`src/design/afu_pkg.sv`:
```
`default_nettype none

package afu_pkg;

  // ======================================================================
  // widths and counts
  // ======================================================================
  localparam int addr_w           = 32;
  localparam int data_w           = 64;
  localparam int tag_w            = 8;   // low qid_w bits carry the queue id
  localparam int qtd_w            = 16;
  localparam int num_queues       = 4;
  localparam int qid_w            = 2;
  localparam int fifo_depth_bits  = 3;
  localparam int fifo_depth       = 8;
  localparam int fifo_almost_full = 6;   // two slots of slack for pushes in flight

  // ======================================================================
  // types
  // ======================================================================
  typedef struct packed {
    logic [addr_w-1:0] addr;
    logic [qtd_w-1:0]  qtd;
    logic [qid_w-1:0]  qid;
  } conf_t;

  // bit positions inside conf_valid
  typedef enum logic {
    conf_rd = 1'b0,
    conf_wr = 1'b1
  } conf_sel_t;

  typedef struct packed {
    logic [addr_w-1:0] addr;
    logic [tag_w-1:0]  tag;
  } rd_req_t;

  typedef struct packed {
    logic [addr_w-1:0] addr;
    logic [data_w-1:0] data;
    logic [tag_w-1:0]  tag;
  } wr_req_t;

  typedef struct packed {
    logic              valid;
    logic [data_w-1:0] data;
    logic [tag_w-1:0]  tag;
  } rd_resp_t;

  typedef struct packed {
    logic             valid;
    logic [tag_w-1:0] tag;
  } wr_resp_t;

  typedef struct packed {
    logic [7:0]            num_rd_queues;
    logic [7:0]            num_wr_queues;
    logic [num_queues-1:0] done;
  } status_t;

  typedef enum logic {
    chan_idle,
    chan_wait
  } chan_state_t;

  typedef enum logic [1:0] {
    q_idle,
    q_run,
    q_done
  } queue_state_t;

endpackage

`default_nettype wire
```
`src/design/queue_copy_afu.sv`:
```
`default_nettype none

module queue_copy_afu (
  input  logic                                clk,
  input  logic                                rst,
  input  logic                                start,
  input  logic [1:0]                          conf_valid,
  input  afu_pkg::conf_t                      conf,
  output logic [afu_pkg::num_queues-1:0]      rd_push,
  output afu_pkg::rd_req_t                    rd_entry [afu_pkg::num_queues],
  output logic [afu_pkg::num_queues-1:0]      wr_push,
  output afu_pkg::wr_req_t                    wr_entry [afu_pkg::num_queues],
  input  logic [afu_pkg::num_queues-1:0]      rd_almost_full,
  input  logic [afu_pkg::num_queues-1:0]      wr_almost_full,
  input  logic [afu_pkg::fifo_depth_bits:0]   wr_count [afu_pkg::num_queues],
  input  afu_pkg::rd_resp_t                   resp_rd,
  input  afu_pkg::wr_resp_t                   resp_wr,
  output logic [afu_pkg::num_queues-1:0]      done
);

  afu_pkg::queue_state_t               state       [afu_pkg::num_queues];
  logic [afu_pkg::addr_w-1:0]          rd_base     [afu_pkg::num_queues];
  logic [afu_pkg::addr_w-1:0]          wr_base     [afu_pkg::num_queues];
  logic [afu_pkg::qtd_w-1:0]           rd_qtd      [afu_pkg::num_queues];
  logic [afu_pkg::qtd_w-1:0]           wr_qtd      [afu_pkg::num_queues];
  logic [afu_pkg::qtd_w-1:0]           rd_issued   [afu_pkg::num_queues];
  logic [afu_pkg::qtd_w-1:0]           wr_index    [afu_pkg::num_queues];
  logic [afu_pkg::qtd_w-1:0]           wr_acked    [afu_pkg::num_queues];
  logic [afu_pkg::fifo_depth_bits:0]   outstanding [afu_pkg::num_queues];
  logic [afu_pkg::num_queues-1:0]      rd_cfg;
  logic [afu_pkg::num_queues-1:0]      wr_cfg;
  logic [afu_pkg::num_queues-1:0]      rd_go;
  logic [afu_pkg::num_queues-1:0]      rd_hit;
  logic [afu_pkg::num_queues-1:0]      wr_hit;
  logic [afu_pkg::qid_w-1:0]           rd_resp_q;
  logic [afu_pkg::qid_w-1:0]           wr_resp_q;

  assign rd_resp_q = resp_rd.tag[afu_pkg::qid_w-1:0];
  assign wr_resp_q = resp_wr.tag[afu_pkg::qid_w-1:0];

  // ======================================================================
  // configuration
  // ======================================================================
  always_ff @(posedge clk) begin
    if (conf_valid[afu_pkg::conf_rd]) begin
      rd_base[conf.qid] <= conf.addr;
      rd_qtd[conf.qid]  <= conf.qtd;
    end
    if (conf_valid[afu_pkg::conf_wr]) begin
      wr_base[conf.qid] <= conf.addr;
      wr_qtd[conf.qid]  <= conf.qtd;
    end
  end

  always_ff @(posedge clk) begin
    if (rst) begin
      rd_cfg <= '0;
      wr_cfg <= '0;
    end else begin
      if (conf_valid[afu_pkg::conf_rd]) begin
        rd_cfg[conf.qid] <= 1'b1;
      end
      if (conf_valid[afu_pkg::conf_wr]) begin
        wr_cfg[conf.qid] <= 1'b1;
      end
    end
  end

  // ======================================================================
  // read issue and response routing
  // ======================================================================
  // outstanding covers reads not yet turned into a write push, so together
  // with wr_count it bounds what can still land in the write FIFO
  always_comb begin
    for (int q = 0; q < afu_pkg::num_queues; q++) begin
      rd_hit[q] = resp_rd.valid && (rd_resp_q == afu_pkg::qid_w'(q));
      wr_hit[q] = resp_wr.valid && (wr_resp_q == afu_pkg::qid_w'(q));
      rd_go[q]  = (state[q] == afu_pkg::q_run) && (rd_issued[q] != rd_qtd[q]) &&
                  !rd_almost_full[q] && !wr_almost_full[q] &&
                  (int'(outstanding[q]) + int'(wr_count[q]) < afu_pkg::fifo_depth);
      done[q]   = (state[q] == afu_pkg::q_done);
    end
  end

  always_ff @(posedge clk) begin
    for (int q = 0; q < afu_pkg::num_queues; q++) begin
      if (rd_go[q]) begin
        rd_entry[q].addr <= rd_base[q] + afu_pkg::addr_w'(rd_issued[q]);
        rd_entry[q].tag  <= afu_pkg::tag_w'(q);
      end
      if (rd_hit[q]) begin
        wr_entry[q].addr <= wr_base[q] + afu_pkg::addr_w'(wr_index[q]);
        wr_entry[q].data <= resp_rd.data;
        wr_entry[q].tag  <= afu_pkg::tag_w'(q);
      end
    end
  end

  // ======================================================================
  // per-queue counters and state
  // ======================================================================
  always_ff @(posedge clk) begin
    if (rst) begin
      rd_push <= '0;
      wr_push <= '0;
      for (int q = 0; q < afu_pkg::num_queues; q++) begin
        state[q]       <= afu_pkg::q_idle;
        rd_issued[q]   <= '0;
        wr_index[q]    <= '0;
        wr_acked[q]    <= '0;
        outstanding[q] <= '0;
      end
    end else begin
      rd_push <= rd_go;
      wr_push <= rd_hit;
      for (int q = 0; q < afu_pkg::num_queues; q++) begin
        if (rd_go[q]) begin
          rd_issued[q] <= rd_issued[q] + 1'b1;
        end
        if (rd_hit[q]) begin
          wr_index[q] <= wr_index[q] + 1'b1;
        end
        case ({rd_go[q], wr_push[q]})
          2'b10:   outstanding[q] <= outstanding[q] + 1'b1;
          2'b01:   outstanding[q] <= outstanding[q] - 1'b1;
          default: outstanding[q] <= outstanding[q];
        endcase
        case (state[q])
          afu_pkg::q_idle: begin
            if (start && rd_cfg[q] && wr_cfg[q]) begin
              state[q] <= (wr_qtd[q] == '0) ? afu_pkg::q_done : afu_pkg::q_run;
            end
          end
          afu_pkg::q_run: begin
            if (wr_hit[q]) begin
              wr_acked[q] <= wr_acked[q] + 1'b1;
              if (wr_acked[q] + 1'b1 == wr_qtd[q]) begin
                state[q] <= afu_pkg::q_done;  // last write acknowledged
              end
            end
          end
          default: state[q] <= state[q];
        endcase
      end
    end
  end

endmodule

`default_nettype wire

```
`config.mk`:
```
export PLATFORM = sky130hd
export DESIGN_NAME = queue_copy_afu
export DESIGN_NICKNAME = d
export VERILOG_FILES = /design/src/design/afu_pkg.sv /design/src/design/queue_copy_afu.sv
export SDC_FILE = /design/constraint.sdc
export NUM_CORES = 1
export LEC_CHECK = 0
export BUFFER_PORTS_ARGS = -buffer_cell sky130_fd_sc_hd__clkbuf_2
export CAP_MARGIN = 20
export CORE_AREA = 2 2 275 413
export CTS_BUF_LIST = sky130_fd_sc_hd__clkbuf_2 sky130_fd_sc_hd__clkbuf_4 sky130_fd_sc_hd__clkbuf_8
export DETAILED_ROUTE_END_ITERATION = 12
export DIE_AREA = 0 0 277 415
export PLACE_DENSITY = 0.68
export SYNTH_ARGS = -nofsm -noshare
export SYNTH_HDL_FRONTEND = slang
export SYNTH_SLANG_ARGS = --single-unit
```
`constraint.sdc`:
```
create_clock -name clk -period 8.2 [get_ports clk]
set_input_delay 0.41 -clock clk [delete_from_list [all_inputs] [get_ports clk]]
set_output_delay 0.41 -clock clk [all_outputs]
set_load 0.005 [all_outputs]
```
# After elaboration in Yosys (flattened, before gate mapping)
# Memories as Yosys holds them, arrays and structs flattened.
# Index checks and enable logic that the tools add are counted.
# totals
regBits,528
mem_bits_rw,600
inputBits,161
out_inout_bits,588
elab_cells,362
n_memories,9
# classes
addsub,32
n_lt_le_gt_ge,6
eq_ne,30
n_mux,172
n_bitwise,38
reduce_logical,59
# memory_table
memory,words,width,read_ports,rd_clocked_by_memory_dff,write_ports,line_no,text
rd_base,4,32,4,0,1,queue_copy_afu.sv:22,logic [afu_pkg::addr_w-1:0] rd_base [afu_pkg::num_queues];
wr_base,4,32,4,0,1,queue_copy_afu.sv:23,logic [afu_pkg::addr_w-1:0] wr_base [afu_pkg::num_queues];
rd_issued,4,16,4,0,4,queue_copy_afu.sv:26,logic [afu_pkg::qtd_w-1:0] rd_issued [afu_pkg::num_queues];
rd_qtd,4,16,4,0,1,queue_copy_afu.sv:24,logic [afu_pkg::qtd_w-1:0] rd_qtd [afu_pkg::num_queues];
wr_acked,4,16,4,0,4,queue_copy_afu.sv:28,logic [afu_pkg::qtd_w-1:0] wr_acked [afu_pkg::num_queues];
wr_index,4,16,4,0,4,queue_copy_afu.sv:27,logic [afu_pkg::qtd_w-1:0] wr_index [afu_pkg::num_queues];
+3 memories,--,--,--,--,--,--,
# ops
op,count
adder 32 x 16 -> 32 bit,8
adder 16 x 1 -> 16 bit (second input constant),12
2-to-1 mux 16 bit,12
2-to-1 mux 1 bit,131
== test 16 bit,4
logical NOT 16 bit,4
!= test 16 bit,4
2-to-1 mux 4 bit,12
OR 1 bit,36
logical AND 1 bit,33
2-to-1 mux 2 bit,16
== test 2 bit (second input constant),12
adder 4 x 4 -> 5 bit,4
== test 2 x 1 -> 1 bit (second input constant),10
< comparator 5 x 4 -> 1 bit (second input constant),4
adder 4 x 1 -> 4 bit (second input constant),4
OR reduction 2 bit,8
subtractor 4 x 1 -> 4 bit (second input constant),4
logical NOT 2 bit,6
logical NOT 1 bit,8
OR 4 bit,2
< comparator 2 x 3 -> 1 bit (second input constant),1
demux 1 bit (select 2 bit),1
>= comparator 2 x 1 -> 1 bit (second input constant),1

# Logic depth before layout (Yosys ltp)
# An unclocked memory read counts as a cell.
# logic_depth
depth_word,13
mapped_depth,14
depth_no_buf,14

# Least setup slack after synthesis
# OpenSTA, ideal clock, no wires.
# synth_timing
path_kind,input port to flip-flop
start,input resp_rd[1] (netlist bit)
end,memory wr_index[0][0] (netlist bit) (enable)
t_arrival_ns,8.566
setup_slack_ns,-0.710
path_stages,2
cell_sequence,nor3b_1 -> or2_2
# synth_lines
element,line_no,text
"start, declared",queue_copy_afu.sv:16,"input afu_pkg::rd_resp_t resp_rd,"
"end, declared",queue_copy_afu.sv:27,

==> impl_metrics.xml <==
<?xml version="1.0" encoding="UTF-8"?>
<metrics>
  <group name="timing">
    <metric name="max_transition_margin" unit="">0.359</metric>
    <metric name="timing.final.setup_violations" unit="">0</metric>
    <metric name="min_period" unit="ns">3.82</metric>
    <metric name="final.period_utilization" unit="">0.466</metric>
    <metric name="final.setup.tns" unit="ns">0</metric>
    <metric name="max_slew.worst_pin.slew" unit="ns">0.962</metric>
    <metric name="finalWorstSetupSlack" unit="ns">4.38</metric>
    <metric name="rsz_0062_raised_after_global_routing" unit="">no</metric>
    <metric name="fmax" unit="MHz">261</metric>
    <metric name="slew_violations" unit="">0</metric>
    <metric name="finClkSkew" unit="ns">0.0466</metric>
    <metric name="hold_violations" unit="">0</metric>
  </group>
  <group name="drt">
    <metric name="detail_route.vias_per_cell" unit="">5.39</metric>
    <metric name="route.final.wire_length" unit="um">150000</metric>
    <metric name="drt-wirelength-per-cell" unit="um">24.9</metric>
    <metric name="drc" unit="">0</metric>
    <metric name="firstDrtPassIters" unit="">7</metric>
    <metric name="antenna_violation_net_count_after_detailed_routing" unit="">0</metric>
    <metric name="number_of_drc_markers_in_iteration_0" unit="">2685</metric>
    <metric name="via_count" unit="">32414</metric>
  </group>
  <group name="logic_synthesis">
    <metric name="post-synth-top-area-fraction" unit="">0.671</metric>
    <metric name="ys_top_cells_by_area" unit="">edfxtp_1 67%, xnor2_1 5.8%, ha_1 4.2%</metric>
    <metric name="synth-seq-area-share" unit="">0.678</metric>
    <metric name="synth_area_per_cell" unit="um^2">14.1</metric>
    <metric name="syn_inst" unit="">3531</metric>
    <metric name="yosysWarningCount" unit="">0</metric>
    <metric name="synthDominantAreaCellType" unit="">edfxtp_1</metric>
    <metric name="number_of_enable_type_register_cells_in_the_synthesized_netlist" unit="">1112</metric>
    <metric name="synth_area" unit="um^2">49700</metric>
    <metric name="postSynth.asyncResetShare" unit="">0</metric>
    <metric name="synth_top_family_by_area" unit="">simple AND/OR/NAND/NOR gates</metric>
    <metric name="share_of_the_synthesized_area_in_compound_gates_ao_oa_aoi_oai" unit="">0.0582</metric>
    <metric name="postSynth.topFlopCell" unit="">edfxtp_1</metric>
    <metric name="parity_gate_share_of_the_synthesized_area_counting_xor_and_xnor_cells" unit="">0.0905</metric>
    <metric name="area_share_of_and_or_nand_nor_cells_after_synthesis" unit="">0.103</metric>
    <metric name="adder_cell_share_of_the_synthesized_area" unit="">0.0467</metric>
    <metric name="ys_seq_elements" unit="">1128</metric>
    <metric name="netlist-cell-type-count" unit="">85</metric>
    <metric name="post_synthesis_mux_area_share" unit="">0.000604</metric>
  </group>
  <group name="placed_design">
    <metric name="dp_slack" unit="ns">4.31</metric>
    <metric name="place_congestion" unit="">0.912</metric>
    <metric name="io_buffers" unit="">672</metric>
    <metric name="hpwlAfterDp" unit="um">111000</metric>
  </group>
  <group name="floorplan">
    <metric name="number_of_primary_i_o_pins" unit="">749</metric>
    <metric name="dieWidth" unit="um">277</metric>
    <metric name="die-area" unit="um^2">115000</metric>
    <metric name="floorplan.initialDensity" unit="">0.448</metric>
    <metric name="fp-row-count" unit="">150</metric>
    <metric name="core-area" unit="um^2">111000</metric>
    <metric name="dieHeight" unit="um">415</metric>
  </group>
  <group name="power">
    <metric name="pwr_density_cell" unit="nW/um^2">215</metric>
    <metric name="vdd_drop_max" unit="mV">0.138</metric>
    <metric name="cellLeakagePower" unit="uW">0.0220</metric>
  </group>
  <group name="worst_setup_path">
    <metric name="crit_fanout" unit="">8</metric>
    <metric name="worst_ep_arrival_time" unit="ns">4.44</metric>
    <metric name="ff2ff_setup_slack" unit="ns">4.38</metric>
    <metric name="timing.setup.critical_path_class" unit="">flop to flop</metric>
    <metric name="timing.critical_path.required" unit="ns">8.81</metric>
    <metric name="cp-end-kind" unit="">flop</metric>
    <metric name="cp-startpoint" unit="">rd_issued[3][0]</metric>
    <metric name="setup.worst_path.start_class" unit="">flop</metric>
    <metric name="launch_point_of_the_worst_reg_to_reg_path" unit="">rd_issued[3][0]</metric>
  </group>
  <group name="finish">
    <metric name="fillCellCount" unit="">9143</metric>
    <metric name="mostFrequentLayoutCells" unit="">1112 x edfxtp_1, 672 x clkbuf_2, 346 x nor2_1</metric>
    <metric name="synthToLayoutAreaGrowth" unit="%">18.8</metric>
    <metric name="most_common_cell_after_layout_fill_and_taps_aside" unit="">edfxtp_1</metric>
    <metric name="layout-drive-gt1-share" unit="">0.223</metric>
    <metric name="nets" unit="">4766</metric>
  </group>
  <group name="min_path">
    <metric name="holdCritPathClass" unit="">input pin to flop</metric>
    <metric name="min-delay-start" unit="">conf[4]</metric>
  </group>
  <group name="global_routing">
    <metric name="grt_start_max_net_pins" unit="">64</metric>
    <metric name="antenna_found_initial" unit="">13</metric>
    <metric name="grtUsageMet3" unit="">0.0400</metric>
    <metric name="groute.layer.met1.usage" unit="">0.281</metric>
    <metric name="gr-usage-all-layers" unit="">0.256</metric>
    <metric name="globalRouteOverflowTotal" unit="">0</metric>
    <metric name="first_global_vias" unit="">31326</metric>
    <metric name="met2_track_demand_over_resource_in_global_routing" unit="">0.472</metric>
    <metric name="busiest_layer" unit="">met2</metric>
    <metric name="global_route_wire_length_before_repair" unit="um">211000</metric>
  </group>
  <group name="clock_tree">
    <metric name="cts-resized-gates" unit="">0</metric>
    <metric name="cts_root_buffer" unit="">clkbuf_8</metric>
    <metric name="cts_made_buffers" unit="">167</metric>
    <metric name="cts_tree" unit="">built</metric>
    <metric name="postCtsSetupBuffers" unit="">0</metric>
    <metric name="clock_latency" unit="ns">0.90</metric>
    <metric name="cts.path.max_buffers" unit="">3</metric>
    <metric name="clock-sinks" unit="">1128</metric>
    <metric name="cts_h_tree_depth" unit="">4</metric>
    <metric name="holdBufCountCts" unit="">77</metric>
    <metric name="worst_setup_hold_path_clk_slew" unit="ns">0.07</metric>
  </group>
  <group name="run">
    <metric name="max-cap-violations" unit="">0</metric>
  </group>
  <group name="status">
    <metric name="status" unit="">finished clean</metric>
  </group>
</metrics>
layout make-up:
type | instances | area, um^2 | area share
clock buffer | 211 | 2650 | 0.0449
timing repair buffer | 772 | 4330 | 0.0733
inverter | 127 | 479 | 0.00811
sequential | 1128 | 33700 | 0.571
clock inverter | 90 | 831 | 0.0141
multi-input combinational | 2230 | 15200 | 0.258
antenna | 12 | 30.0 | 0.000508
tap | 1444 | 1810 | 0.0306
metrics by stage:
| step | hold slack, ns | power (uW) | area (um^2) | util | cells |
|---|---|---|---|---|---|
| after floorplan | 0.433 | 7480 | 50000 | - | 3593 |
| after global routing | 0.00184 | 13100 | 59000 | 0.531 | 6005 |
| final | 0.0824 | 12700 | 59100 | 0.532 | 6014 |
| after CTS | 0.0133 | 12800 | 59000 | 0.531 | 6002 |
| after detailed placement | 0.457 | 7970 | 54800 | 0.493 | 5624 |
| after global placement | 0.441 | 7950 | 54700 | 0.493 | 5623 |
critical path, stage by stage (launching register included):
cell and delay (ns):
edfxtp_1 0.49, ha_1 0.29, inv_1 0.08, fa_1 0.20
nor2b_1 0.07, o31a_1 0.28, o41ai_1 0.45, o21ai_1 0.21
o2111a_1 0.33, o31ai_4 0.69, a21boi_0 0.27, xor2_1 0.20
logic make-up after synthesis:
family,count (synthesis)
other cells,2
xor+xnor,514
flops,1128
buf+inv,235
compound gates,426
fa+ha+maj,179
mux,3
simple gates,1044
where the power goes:
part           internal, uW  switching (uW)  leakage (uW)
sequential             6630             168        0.0106
combinational           399             678       0.00966
clock                  2560            2260       0.00181
registers in the layout (all words and copies together), names as in the netlist:
name	flops
wr_qtd	64
state	8
rd_push	4
rd_entry	128
wr_cfg	4
wr_entry	384
wr_index	64
rd_base	128
rd_issued	64
rd_cfg	4
wr_push	4
wr_acked	64
wr_base	128
rd_qtd	64
outstanding	16
Yosys cell counts (5+ instances only):
cell type and count:
o31ai_1 9, a211oi_1 21, ha_1 168, inv_1 127, o21ai_1 5, clkbuf_1 43, fa_1 11, buf_4 64
or2_2 18, a31o_2 5, xnor2_1 327, a21boi_0 16, nand3_1 145, dfxtp_1 16, edfxtp_1 1112, o21ai_0 71
and2_1 16, nand4_1 73, nor4_1 31, nand2_1 147, and3_1 74, o211ai_1 6, o21bai_1 30, a211o_1 6
nand2b_1 32, nor3_1 59, a21oi_1 113, or3_1 24, nor2_1 354, a21o_1 42, nor3b_1 11, xor2_1 187
o21a_1 17, o31a_1 7, nor2b_1 22, a31oi_1 20, and4_1 15
worst paths after layout:
path         depth (start not counted)            to
max                                 11  rd_entry[30]
min                                  1  rd_qtd[1][2]
max reg2reg                         11  rd_entry[30]
min reg2reg                          2     wr_cfg[2]
per-layer routing:
metal / share of wire / wire length [um]
met5: 0 / 0
met4: 0.056 / 8390
met3: 0.055 / 8200
met2: 0.53 / 80000
met1: 0.36 / 53400
Note: power is estimated with default switching activity, not from simulation.
