### config.mk
export PLATFORM = sky130hd
export DESIGN_NAME = req_channel
export DESIGN_NICKNAME = d
export VERILOG_FILES = /design/src/design/afu_pkg.sv /design/src/design/req_channel.sv /design/src/design/rr_arbiter.sv /design/src/design/req_fifo.sv
export SDC_FILE = /design/constraint.sdc
export NUM_CORES = 2
export LEC_CHECK = 0
export ABC_AREA = 1
export BUFFER_PORTS_ARGS = -buffer_cell sky130_fd_sc_hd__buf_2
export CAP_MARGIN = 25
export CORE_ASPECT_RATIO = 0.7
export CORE_MARGIN = 5
export CORE_UTILIZATION = 40
export CTS_CLUSTER_DIAMETER = 150
export DETAILED_ROUTE_END_ITERATION = 8
export GPL_TIMING_DRIVEN = 0
export HOLD_SLACK_MARGIN = 0.1
export SETUP_SLACK_MARGIN = 0.1
export SLEW_MARGIN = 20
export SYNTH_ARGS = -nofsm -noshare
export SYNTH_HDL_FRONTEND = slang
export SYNTH_SLANG_ARGS = --single-unit
### constraint.sdc
create_clock -name clk -period 3.9 [get_ports clk]
set_input_delay 0.195 -clock clk [delete_from_list [all_inputs] [get_ports clk]]
set_output_delay 0.195 -clock clk [all_outputs]
set_load 0.03 [all_outputs]
### src/design/afu_pkg.sv
`default_nettype none

package afu_pkg;

  // ======================================================================
  // widths and counts
  // ======================================================================
  localparam int addr_w           = 32;
  localparam int data_w           = 64;
  localparam int tag_w            = 8;   // low qid_w bits carry the queue id
  localparam int qtd_w            = 16;
  localparam int num_queues       = 4;
  localparam int qid_w            = 2;
  localparam int fifo_depth_bits  = 3;
  localparam int fifo_depth       = 8;
  localparam int fifo_almost_full = 6;   // two slots of slack for pushes in flight

  // ======================================================================
  // types
  // ======================================================================
  typedef struct packed {
    logic [addr_w-1:0] addr;
    logic [qtd_w-1:0]  qtd;
    logic [qid_w-1:0]  qid;
  } conf_t;

  // bit positions inside conf_valid
  typedef enum logic {
    conf_rd = 1'b0,
    conf_wr = 1'b1
  } conf_sel_t;

  typedef struct packed {
    logic [addr_w-1:0] addr;
    logic [tag_w-1:0]  tag;
  } rd_req_t;

  typedef struct packed {
    logic [addr_w-1:0] addr;
    logic [data_w-1:0] data;
    logic [tag_w-1:0]  tag;
  } wr_req_t;

  typedef struct packed {
    logic              valid;
    logic [data_w-1:0] data;
    logic [tag_w-1:0]  tag;
  } rd_resp_t;

  typedef struct packed {
    logic             valid;
    logic [tag_w-1:0] tag;
  } wr_resp_t;

  typedef struct packed {
    logic [7:0]            num_rd_queues;
    logic [7:0]            num_wr_queues;
    logic [num_queues-1:0] done;
  } status_t;

  typedef enum logic {
    chan_idle,
    chan_wait
  } chan_state_t;

  typedef enum logic [1:0] {
    q_idle,
    q_run,
    q_done
  } queue_state_t;

endpackage

`default_nettype wire
### src/design/req_channel.sv
`default_nettype none

module req_channel #(
  parameter type entry_t = afu_pkg::rd_req_t
) (
  input  logic                                clk,
  input  logic                                rst,
  input  logic [afu_pkg::num_queues-1:0]      push,
  input  entry_t                              entry [afu_pkg::num_queues],
  output logic [afu_pkg::num_queues-1:0]      almost_full,
  output logic [afu_pkg::fifo_depth_bits:0]   count [afu_pkg::num_queues],
  input  logic                                available,
  output logic                                issue_en,
  output entry_t                              issue
);

  afu_pkg::chan_state_t             state;
  logic [afu_pkg::num_queues-1:0]   empty;
  logic [afu_pkg::num_queues-1:0]   pop;
  logic [afu_pkg::num_queues-1:0]   fifo_valid;
  logic [afu_pkg::num_queues-1:0]   arb_request;
  logic [afu_pkg::num_queues-1:0]   grant;
  logic                             grant_valid;
  entry_t                           fifo_dout [afu_pkg::num_queues];
  entry_t                           popped;

  // ======================================================================
  // per-queue FIFOs and arbiter
  // ======================================================================
  for (genvar q = 0; q < afu_pkg::num_queues; q++) begin : gen_fifo
    req_fifo #(
      .entry_t(entry_t)
    ) u_fifo (
      .clk         (clk),
      .rst         (rst),
      .we          (push[q]),
      .din         (entry[q]),
      .re          (pop[q]),
      .valid       (fifo_valid[q]),
      .dout        (fifo_dout[q]),
      .count       (count[q]),
      .empty       (empty[q]),
      .almost_full (almost_full[q])
    );
  end

  rr_arbiter u_arb (
    .clk         (clk),
    .rst         (rst),
    .request     (arb_request),
    .grant       (grant),
    .grant_valid (grant_valid)
  );

  // only one arbitration is in flight at a time, so every grant is used
  assign arb_request = (state == afu_pkg::chan_idle && available && !grant_valid) ?
                       ~empty : '0;
  assign pop         = (state == afu_pkg::chan_idle && grant_valid) ? grant : '0;

  // at most one FIFO answers a pop
  always_comb begin
    popped = fifo_dout[0];
    for (int q = 1; q < afu_pkg::num_queues; q++) begin
      if (fifo_valid[q]) begin
        popped = fifo_dout[q];
      end
    end
  end

  // ======================================================================
  // pop FSM and issue register
  // ======================================================================
  always_ff @(posedge clk) begin
    if (rst) begin
      state <= afu_pkg::chan_idle;
    end else begin
      case (state)
        afu_pkg::chan_idle: begin
          if (grant_valid) begin
            state <= afu_pkg::chan_wait;
          end
        end
        afu_pkg::chan_wait: begin
          if (|fifo_valid) begin
            state <= afu_pkg::chan_idle;
          end
        end
        default: state <= afu_pkg::chan_idle;
      endcase
    end
  end

  always_ff @(posedge clk) begin
    if (rst) begin
      issue_en <= 1'b0;
    end else begin
      issue_en <= |fifo_valid;
    end
  end

  always_ff @(posedge clk) begin
    if (|fifo_valid) begin
      issue <= popped;
    end
  end

endmodule

`default_nettype wire

### src/design/rr_arbiter.sv
`default_nettype none

module rr_arbiter (
  input  logic                            clk,
  input  logic                            rst,
  input  logic [afu_pkg::num_queues-1:0]  request,
  output logic [afu_pkg::num_queues-1:0]  grant,
  output logic                            grant_valid
);

  logic [afu_pkg::qid_w-1:0] ptr;
  logic [afu_pkg::qid_w-1:0] idx;
  logic [afu_pkg::qid_w-1:0] sel;
  logic                      found;

  // search starts at ptr and wraps, so the last winner is checked last
  always_comb begin
    found = 1'b0;
    sel   = ptr;
    idx   = ptr;
    for (int i = 0; i < afu_pkg::num_queues; i++) begin
      idx = ptr + afu_pkg::qid_w'(i);
      if (!found && request[idx]) begin
        found = 1'b1;
        sel   = idx;
      end
    end
  end

  always_ff @(posedge clk) begin
    if (rst) begin
      grant       <= '0;
      grant_valid <= 1'b0;
      ptr         <= '0;
    end else begin
      grant_valid <= found;
      grant       <= '0;
      if (found) begin
        grant[sel] <= 1'b1;
        ptr        <= sel + 1'b1;  // next search begins just past the winner
      end
    end
  end

endmodule

`default_nettype wire

### src/design/req_fifo.sv
`default_nettype none

module req_fifo #(
  parameter type entry_t = afu_pkg::rd_req_t
) (
  input  logic                                clk,
  input  logic                                rst,
  input  logic                                we,
  input  entry_t                              din,
  input  logic                                re,
  output logic                                valid,
  output entry_t                              dout,
  output logic [afu_pkg::fifo_depth_bits:0]   count,
  output logic                                empty,
  output logic                                almost_full
);

  entry_t                               mem [afu_pkg::fifo_depth];
  logic [afu_pkg::fifo_depth_bits-1:0]  wr_ptr;
  logic [afu_pkg::fifo_depth_bits-1:0]  rd_ptr;
  logic                                 do_wr;
  logic                                 do_rd;

  assign empty       = (count == '0);
  assign almost_full = (count >= afu_pkg::fifo_almost_full);
  assign do_wr       = we && (count != afu_pkg::fifo_depth);  // a push into a full FIFO is dropped
  assign do_rd       = re && !empty;

  always_ff @(posedge clk) begin
    if (do_wr) begin
      mem[wr_ptr] <= din;
    end
    if (do_rd) begin
      dout <= mem[rd_ptr];  // read data lands together with valid
    end
  end

  always_ff @(posedge clk) begin
    if (rst) begin
      wr_ptr <= '0;
      rd_ptr <= '0;
      count  <= '0;
      valid  <= 1'b0;
    end else begin
      valid <= do_rd;
      if (do_wr) begin
        wr_ptr <= wr_ptr + 1'b1;
      end
      if (do_rd) begin
        rd_ptr <= rd_ptr + 1'b1;
      end
      case ({do_wr, do_rd})
        2'b10:   count <= count + 1'b1;
        2'b01:   count <= count - 1'b1;
        default: count <= count;
      endcase
    end
  end

endmodule

`default_nettype wire

# Yosys cells after proc, flatten, opt, wreduce, memory -nomap -nowiden
# Memory sizes are Yosys's and may differ from the RTL's. A register that Yosys moved wholly into a read port is not among the register bits.
# Cells that the tools add are included.
# word_totals
word_cells	142
mem_count	4
inputBits	167
ff_bits	93
output_inout_bits	61
ramBits	1280
# classes
eq_ne	12
magnitude_cmp	10
add_sub_neg	20
muxes	37
bitwise	3
reduce_logical	33
# memory_table
name	words	word_bits	rd	rd_clocked_by_memory_dff	write_ports	line_no	source
gen_fifo[0].u_fifo.mem	8	40	1	1	1	req_fifo.sv:18	entry_t mem [afu_pkg::fifo_depth];
gen_fifo[1].u_fifo.mem	8	40	1	1	1	req_fifo.sv:18	
gen_fifo[2].u_fifo.mem	8	40	1	1	1	req_fifo.sv:18	
gen_fifo[3].u_fifo.mem	8	40	1	1	1	req_fifo.sv:18	
# op_table
op	count
$mux 40	3
$pmux 4 s2	4
$add 3x1->3 const B	8
$mux 1	19
$add 4x1->4 const B	4
$ge 4x3->1 const B	4
$logic_not 4->1	4
$ne 4x4->1 const B	4
$sub 4x1->4 const B	4
$logic_and 1x1->1	15
$lt 2x3->1 const B	5
$bmux 1 s2	4
$eq 2x1->1 const B	4
$eq 2x2->1 const B	4
$logic_not 1->1	8
$mux 4	2
$reduce_bool 2->1	4
$mux 2	3
$add 2x1->2 const B	2
$add 2x2->2 const B	2
$not 4->4	1
$reduce_or 4->1	1
$demux 1 s2	1
$ge 2x1->1 const B	1
3 further kinds	4

# Longest topological paths before layout
# depth
depth_word	20
mapped_depth	16
ltp_nobuf	16

# Cells and area by module
# From an unflattened synthesis, not the netlist that was laid out.
# hier_totals
cells_unflattened	4982
area_unflattened_um2	60964.7
# by_module_without_submodules
mod	instances	seq_area_each_um2	area_per_inst_um2	cells_each
req_fifo (gen_fifo[0].u_fifo ...)	3	11030.6	14352.5	1115
req_fifo (gen_fifo[2].u_fifo)	1	11030.6	14363.8	1115
req_channel	1	1241.2	2824.0	412
rr_arbiter	1	140.1	719.4	110

# Least setup slack after synthesis
# Ideal clock, no wire load.
# synth_path
path_type	register to register
start	register gen_fifo[0].u_fifo.count[2] in the netlist's numbering
end	memory gen_fifo[0].u_fifo.mem[1][0] in the netlist's numbering (enable)
path_buffers	0
synth_period_minus_slack_ns	3.352
setup_ns	0.437
arrival_time_ns	2.915
path_slack_ns	0.548
stages_incl_launch_ff	8
required_ns	3.463
path_cell_list	dfxtp_1 > inv_1 > nand3_1 > and2_1 > inv_1 > nor2_1 > inv_1 > nor2_1
# synth_between
elab_chain_len	4
# synth_rtl
element	line_no	source
from (decl)	req_fifo.sv:13	output logic [afu_pkg::fifo_depth_bits:0] count,
from (signal assigned)	req_fifo.sv:53	2'b10: count <= count + 1'b1;
from (signal assigned)	req_fifo.sv:54	2'b01: count <= count - 1'b1;
from (signal assigned)	req_fifo.sv:55	default: count <= count;
$ne 4x4->1	req_fifo.sv:26	assign do_wr = we && (count != afu_pkg::fifo_depth);
$logic_and 1x1->1	req_fifo.sv:26	
$mux 1	req_fifo.sv:30	if (do_wr) begin
$mux 1 (not written as such)	req_fifo.sv:31	mem[wr_ptr] <= din;
to (decl)	req_fifo.sv:18	
# No other way between the ends.

# Worst setup path in the final report
# layout_path
start	register gen_fifo[2].u_fifo.count[0] in the netlist's numbering
end	register gen_fifo[2].u_fifo.count[3] in the netlist's numbering
# layout_between
elab_chain_len	5
elab_cells_between_ends	11
cone_classes	add/sub (2); eq/ne (3); mux (1); reduce/logical (5)
# layout_rtl
element	line_no	source
from (decl)	req_fifo.sv:13	
from (signal assigned)	req_fifo.sv:53	
from (signal assigned)	req_fifo.sv:54	
from (signal assigned)	req_fifo.sv:55	
$logic_not 4->1 *	req_fifo.sv:24	assign empty = (count == '0);
$logic_not 1->1 *	req_fifo.sv:27	assign do_rd = re && !empty;
$logic_and 1x1->1 *	req_fifo.sv:27	
via gen_fifo[2].u_fifo.do_rd	req_fifo.sv:22	logic do_rd;
$eq 2x1->1 or $eq 2x2->1 (tied branches)	req_fifo.sv:52	case ({do_wr, do_rd})
$pmux 4 s2 or $reduce_bool 2->1 (tied branches)	-	
# Mark *: on every way through the listed nets, which the timed path passes. The rest lies on a longest branch.
# A chain may end at the register's enable or synchronous reset.

==> qor.txt <==
=====================================================================================
End-of-flow core utilization ...........................................       48.23%
Critical-path cell with the highest stage delay ........................ sky130_fd_sc_hd__inv_2
Hold path depth ........................................................            2
Width of the chip ......................................................     469.1 um
Sequential cell area ...................................................   45500 um^2
CTS HTree Levels .......................................................            4
Total CTS buffers ......................................................          145
Clock power share ......................................................        37.7%
Cell breakdown of the critical path .................................... nor2_1 > nand2_1 > nand3_1 > inv_2 > ha_1 > xor2_1 > nand3_1 > a21oi_1 > o21ai_0 > o21ai_0 > a21oi_1
Highest achievable clock rate ..........................................    332.1 MHz
Slack of the worst reg-to-reg path .....................................      0.89 ns
Worst Slack Setup Final ................................................    0.8891 ns
Library cell with the largest summed area after synthesis .............. sky130_fd_sc_hd__edfxtp_1
HPWL after detailed placement ..........................................    116600 um
Count of maximum capacitance violations ................................            0
Worst Setup Start Kind .................................................         flop
Clock latency on the worst-skew pair ...................................      0.78 ns
Cell area after placement ..............................................   64130 um^2
Hold-critical path endpoint ............................................ gen_fifo[3].u_fifo.mem[1][11]
Clock Tree Buf Depth ...................................................            3
Routed vias ............................................................        38250
Detailed Route WL ......................................................    167900 um
Buffers on Ports .......................................................          226
Multiplexer fraction of the synthesized cell area ......................           0%
Total track usage ......................................................       21.29%
Sum Neg Setup Slack ....................................................         0 ns
GP Congestion ..........................................................       0.8270
CTS tree ...............................................................         done
Capturing point of the worst reg2reg path .............................. gen_fifo[2].u_fifo.count[3]
Worst ir drop on vdd ...................................................     461.1 uV
Critical path endpoint category ........................................         flop
Core Area ..............................................................  146000 um^2
Final setup vio count ..................................................            0
Internal power of the cells ............................................     27.49 mW
CTS root buffer ........................................................ sky130_fd_sc_hd__clkbuf_16
Measured slew at the worst slew-check pin ..............................     1.011 ns
Top-area cell type share of the netlist area ...........................       75.30%
Unique cell type count in the Yosys netlist ............................           32
Post-synthesis share of cell area spent on and, or, nand and nor gates .       9.626%
Data arrival time of the critical path .................................      3.65 ns
Post-detailed-route count of antenna-violating nets ....................            0
Worst hold path class .................................................. input pin to flop
Total leakage power ....................................................     23.58 nW
Pre-CTS setup slack ....................................................    0.9128 ns
Critical path startpoint ............................................... gen_fifo[2].u_fifo.count[0]
Outcome ................................................................ finished, final reports clean
Beginning of the worst register-to-register path ....................... gen_fifo[2].u_fifo.count[0]
I/O pin count ..........................................................          228
RSZ-0062 raised after global routing ...................................        false
Maximum number of pins on one net before global-route repair ...........           41
Shortest period the worst path allows ..................................     3.011 ns
Sw frac ................................................................       24.86%
Starting DRC count in detailed routing .................................         4580
Post-Synthesis Net Count ...............................................         4664
Sequential area share after synthesis ..................................       77.09%
Drt via density ........................................................        5.340
Initial antenna violation count ........................................           27
Combinational family with the most area after synthesis ................ compound AO/OA/AOI/OAI gates
Clock sink count .......................................................         1533
Remaining global-route overflow ........................................            0
Share of total power in sequential cells ...............................        51.8%
Max-slew violations ....................................................            0
Area used by multi-input combinational logic ...........................   12370 um^2
XOR/XNOR share of the synthesized area .................................      0.2650%
Compound-cell area share of the yosys netlist ..........................       10.12%
Vertical die dimension .................................................     331.4 um
Psw ....................................................................     9.092 mW
Final total power ......................................................     36.58 mW
Fillers ................................................................        12660
Maximum fanout along the worst path ....................................           25
Setup fix buffers added after clock tree synthesis .....................            0
Clock-pin slew on the worst setup and hold paths .......................      0.06 ns
Final period utilization ...............................................       77.20%
Pwr dens ............................................................... 519.6 nW/um^2
Critical Path RT .......................................................      4.54 ns
Drt first pass iters ...................................................            5
Post-synthesis cell area ...............................................   59020 um^2
Wire length of the first global-routing pass ...........................    244900 um
Ratio of cells with drive above 1 in the final layout ..................       11.56%
Die outline area .......................................................  155500 um^2
Worst slew margin ......................................................       32.27%
Kind of critical path .................................................. flop to flop
Hold wc startpoint .....................................................    entry[11]
Final hold viol count ..................................................            0
Post-synthesis sequential element count ................................         1533
Via count of the first global-routing pass .............................        36270
Synth Instances ........................................................         4473
Row count ..............................................................          117
Nets ...................................................................         5256
YS warnings ............................................................            0
Area grow syn2layout ...................................................       19.27%
Remaining design rule violation count ..................................            0
Largest incremental delay on the critical path .........................      0.58 ns
Synthesized area per cell ..............................................   13.20 um^2
Per-cell routed wire length ............................................     23.44 um
Fin Clk Skew ...........................................................   0.03385 ns
Top cells by area, synth ............................................... sky130_fd_sc_hd__edfxtp_1, sky130_fd_sc_hd__nor2_1, sky130_fd_sc_hd__o21ai_0
Adder-Cell Fraction of Synth Area ......................................      0.5088%
Combinational share of power ...........................................        10.5%
Initial Util ...........................................................       40.44%
Final design area excluding fillers ....................................   70390 um^2
Worst-case reg-to-reg path depth .......................................           11
=====================================================================================
## timing repair
| item | 4_1_cts | 5_1_grt |
|---|---|---|
| endpoints found under the setup margin | 0 | 0 |
| endpoints found under the hold margin | 1291 | 0 |
| gates resized for setup | 0 | 0 |
| hold buffers | 165 | 0 |
## state kept, by name, summed over array words and instances, names as in the netlist
| register | count |
|---|---|
| u_arb.grant_valid | 1 |
| gen_fifo.u_fifo.wr_ptr | 12 |
| gen_fifo.u_fifo.rd_ptr | 12 |
| gen_fifo.u_fifo.mem | 1280 |
| gen_fifo.u_fifo.dout | 160 |
| u_arb.ptr | 2 |
| state | 1 |
| u_arb.grant | 4 |
| gen_fifo.u_fifo.valid | 4 |
| issue_en | 1 |
| issue | 40 |
| gen_fifo.u_fifo.count | 16 |
## per-layer routing
metal | vias to the layer above | track usage (%) | part of all wire, %
li1 | 17600 | - | -
met1 | 18840 | 30.68 | 43
met2 | 1573 | 31.23 | 44
met3 | 240 | 5.487 | 9.3
met4 | 10 | 7.691 | 3.4
met5 | - | 0 | 0.035
## cells by family after synthesis
kind of cell | count (synthesis)
flip-flops | 1533
AND/OR/NAND/NOR | 1464
AO/OA/AOI/OAI | 1083
buffers and inverters | 352
adder cells (fa/ha/maj) | 24
XOR/XNOR | 17
## per-stage QoR
| stage | hold WS [ns] | instances |
|---|---|---|
| after floorplan | 0.2939 | 4473 |
| after global placement | 0.4623 | 6662 |
| after detailed placement | 0.4662 | 6716 |
| after CTS | 0.1551 | 7144 |
| after global routing | 0.2156 | 7149 |
| final | 0.2170 | 7164 |
## cells in the mapped netlist (all sizes together)
cell type / number
a21oi: 42
and2: 4
nand2: 106
inv: 74
clkinv: 1
a31oi: 161
o22ai: 160
buf: 72
o211ai: 1
nor2: 1265
clkbuf: 205
dfxtp: 53
xor2: 13
nand3: 86
o311ai: 39
nand4: 3
o21ai: 680
edfxtp: 1480
xnor2: 4
ha: 24
## power groups by stage
stage | Clock (mW) | Combinational [mW] | Sequential (mW)
after CTS | 14.0 | 3.83 | 18.9
after floorplan | 0 | 1.92 | 19.3
after global placement | 0 | 3.44 | 19.3
after detailed placement | 0 | 3.66 | 19.3
final | 13.8 | 3.86 | 18.9
after global routing | 14.7 | 4.22 | 19.0
## cells in the final DEF, fill, tap and decap left out, types with 41 or more instances in the layout
master                          instances
sky130_fd_sc_hd__a21oi_1               41
sky130_fd_sc_hd__a31oi_1              161
sky130_fd_sc_hd__buf_2                264
sky130_fd_sc_hd__clkbuf_1             232
sky130_fd_sc_hd__clkbuf_16            149
sky130_fd_sc_hd__dfxtp_1               53
sky130_fd_sc_hd__dlygate4sd3_1        165
sky130_fd_sc_hd__edfxtp_1            1480
sky130_fd_sc_hd__inv_1                 56
sky130_fd_sc_hd__nand2_1              103
sky130_fd_sc_hd__nand3_1               80
sky130_fd_sc_hd__nor2_1              1230
sky130_fd_sc_hd__o21ai_0              676
sky130_fd_sc_hd__o22ai_1              160
## worst max-delay path, delay by kind of cell, from the launching register on
kind / cells / cell delay (ns)
AO/OA/AOI/OAI: 4 / 0.51
adder cells (fa/ha/maj): 1 / 0.33
buffers and inverters: 1 / 0.58
XOR/XNOR: 1 / 0.23
AND/OR/NAND/NOR: 4 / 0.79
flip-flops: 1 / 0.43
## area by class of cell
type | instances | area share (%)
Clock inverter | 81 | 0.9563
Clock buffer | 182 | 5.530
Inverter | 75 | 0.3999
Timing Repair Buffer | 445 | 5.745
Multi-Input combinational cell | 2588 | 17.57
Tap cell | 1963 | 3.489
Antenna cell | 20 | 0.07110
Buffer | 277 | 1.601
Sequential cell | 1533 | 64.64
## worst max path at each step
stage	end	cells past startpoint
6_report	gen_fifo[2].u_fifo.count[3]	11
2_1_floorplan	gen_fifo[0].u_fifo.mem[1][0]	7
4_1_cts	gen_fifo[2].u_fifo.count[3]	10
3_5_place_dp	gen_fifo[2].u_fifo.count[3]	11
3_3_place_gp	gen_fifo[0].u_fifo.mem[7][25]	7
5_1_grt	gen_fifo[1].u_fifo.count[3]	11
(Power assumes the default switching activity.)
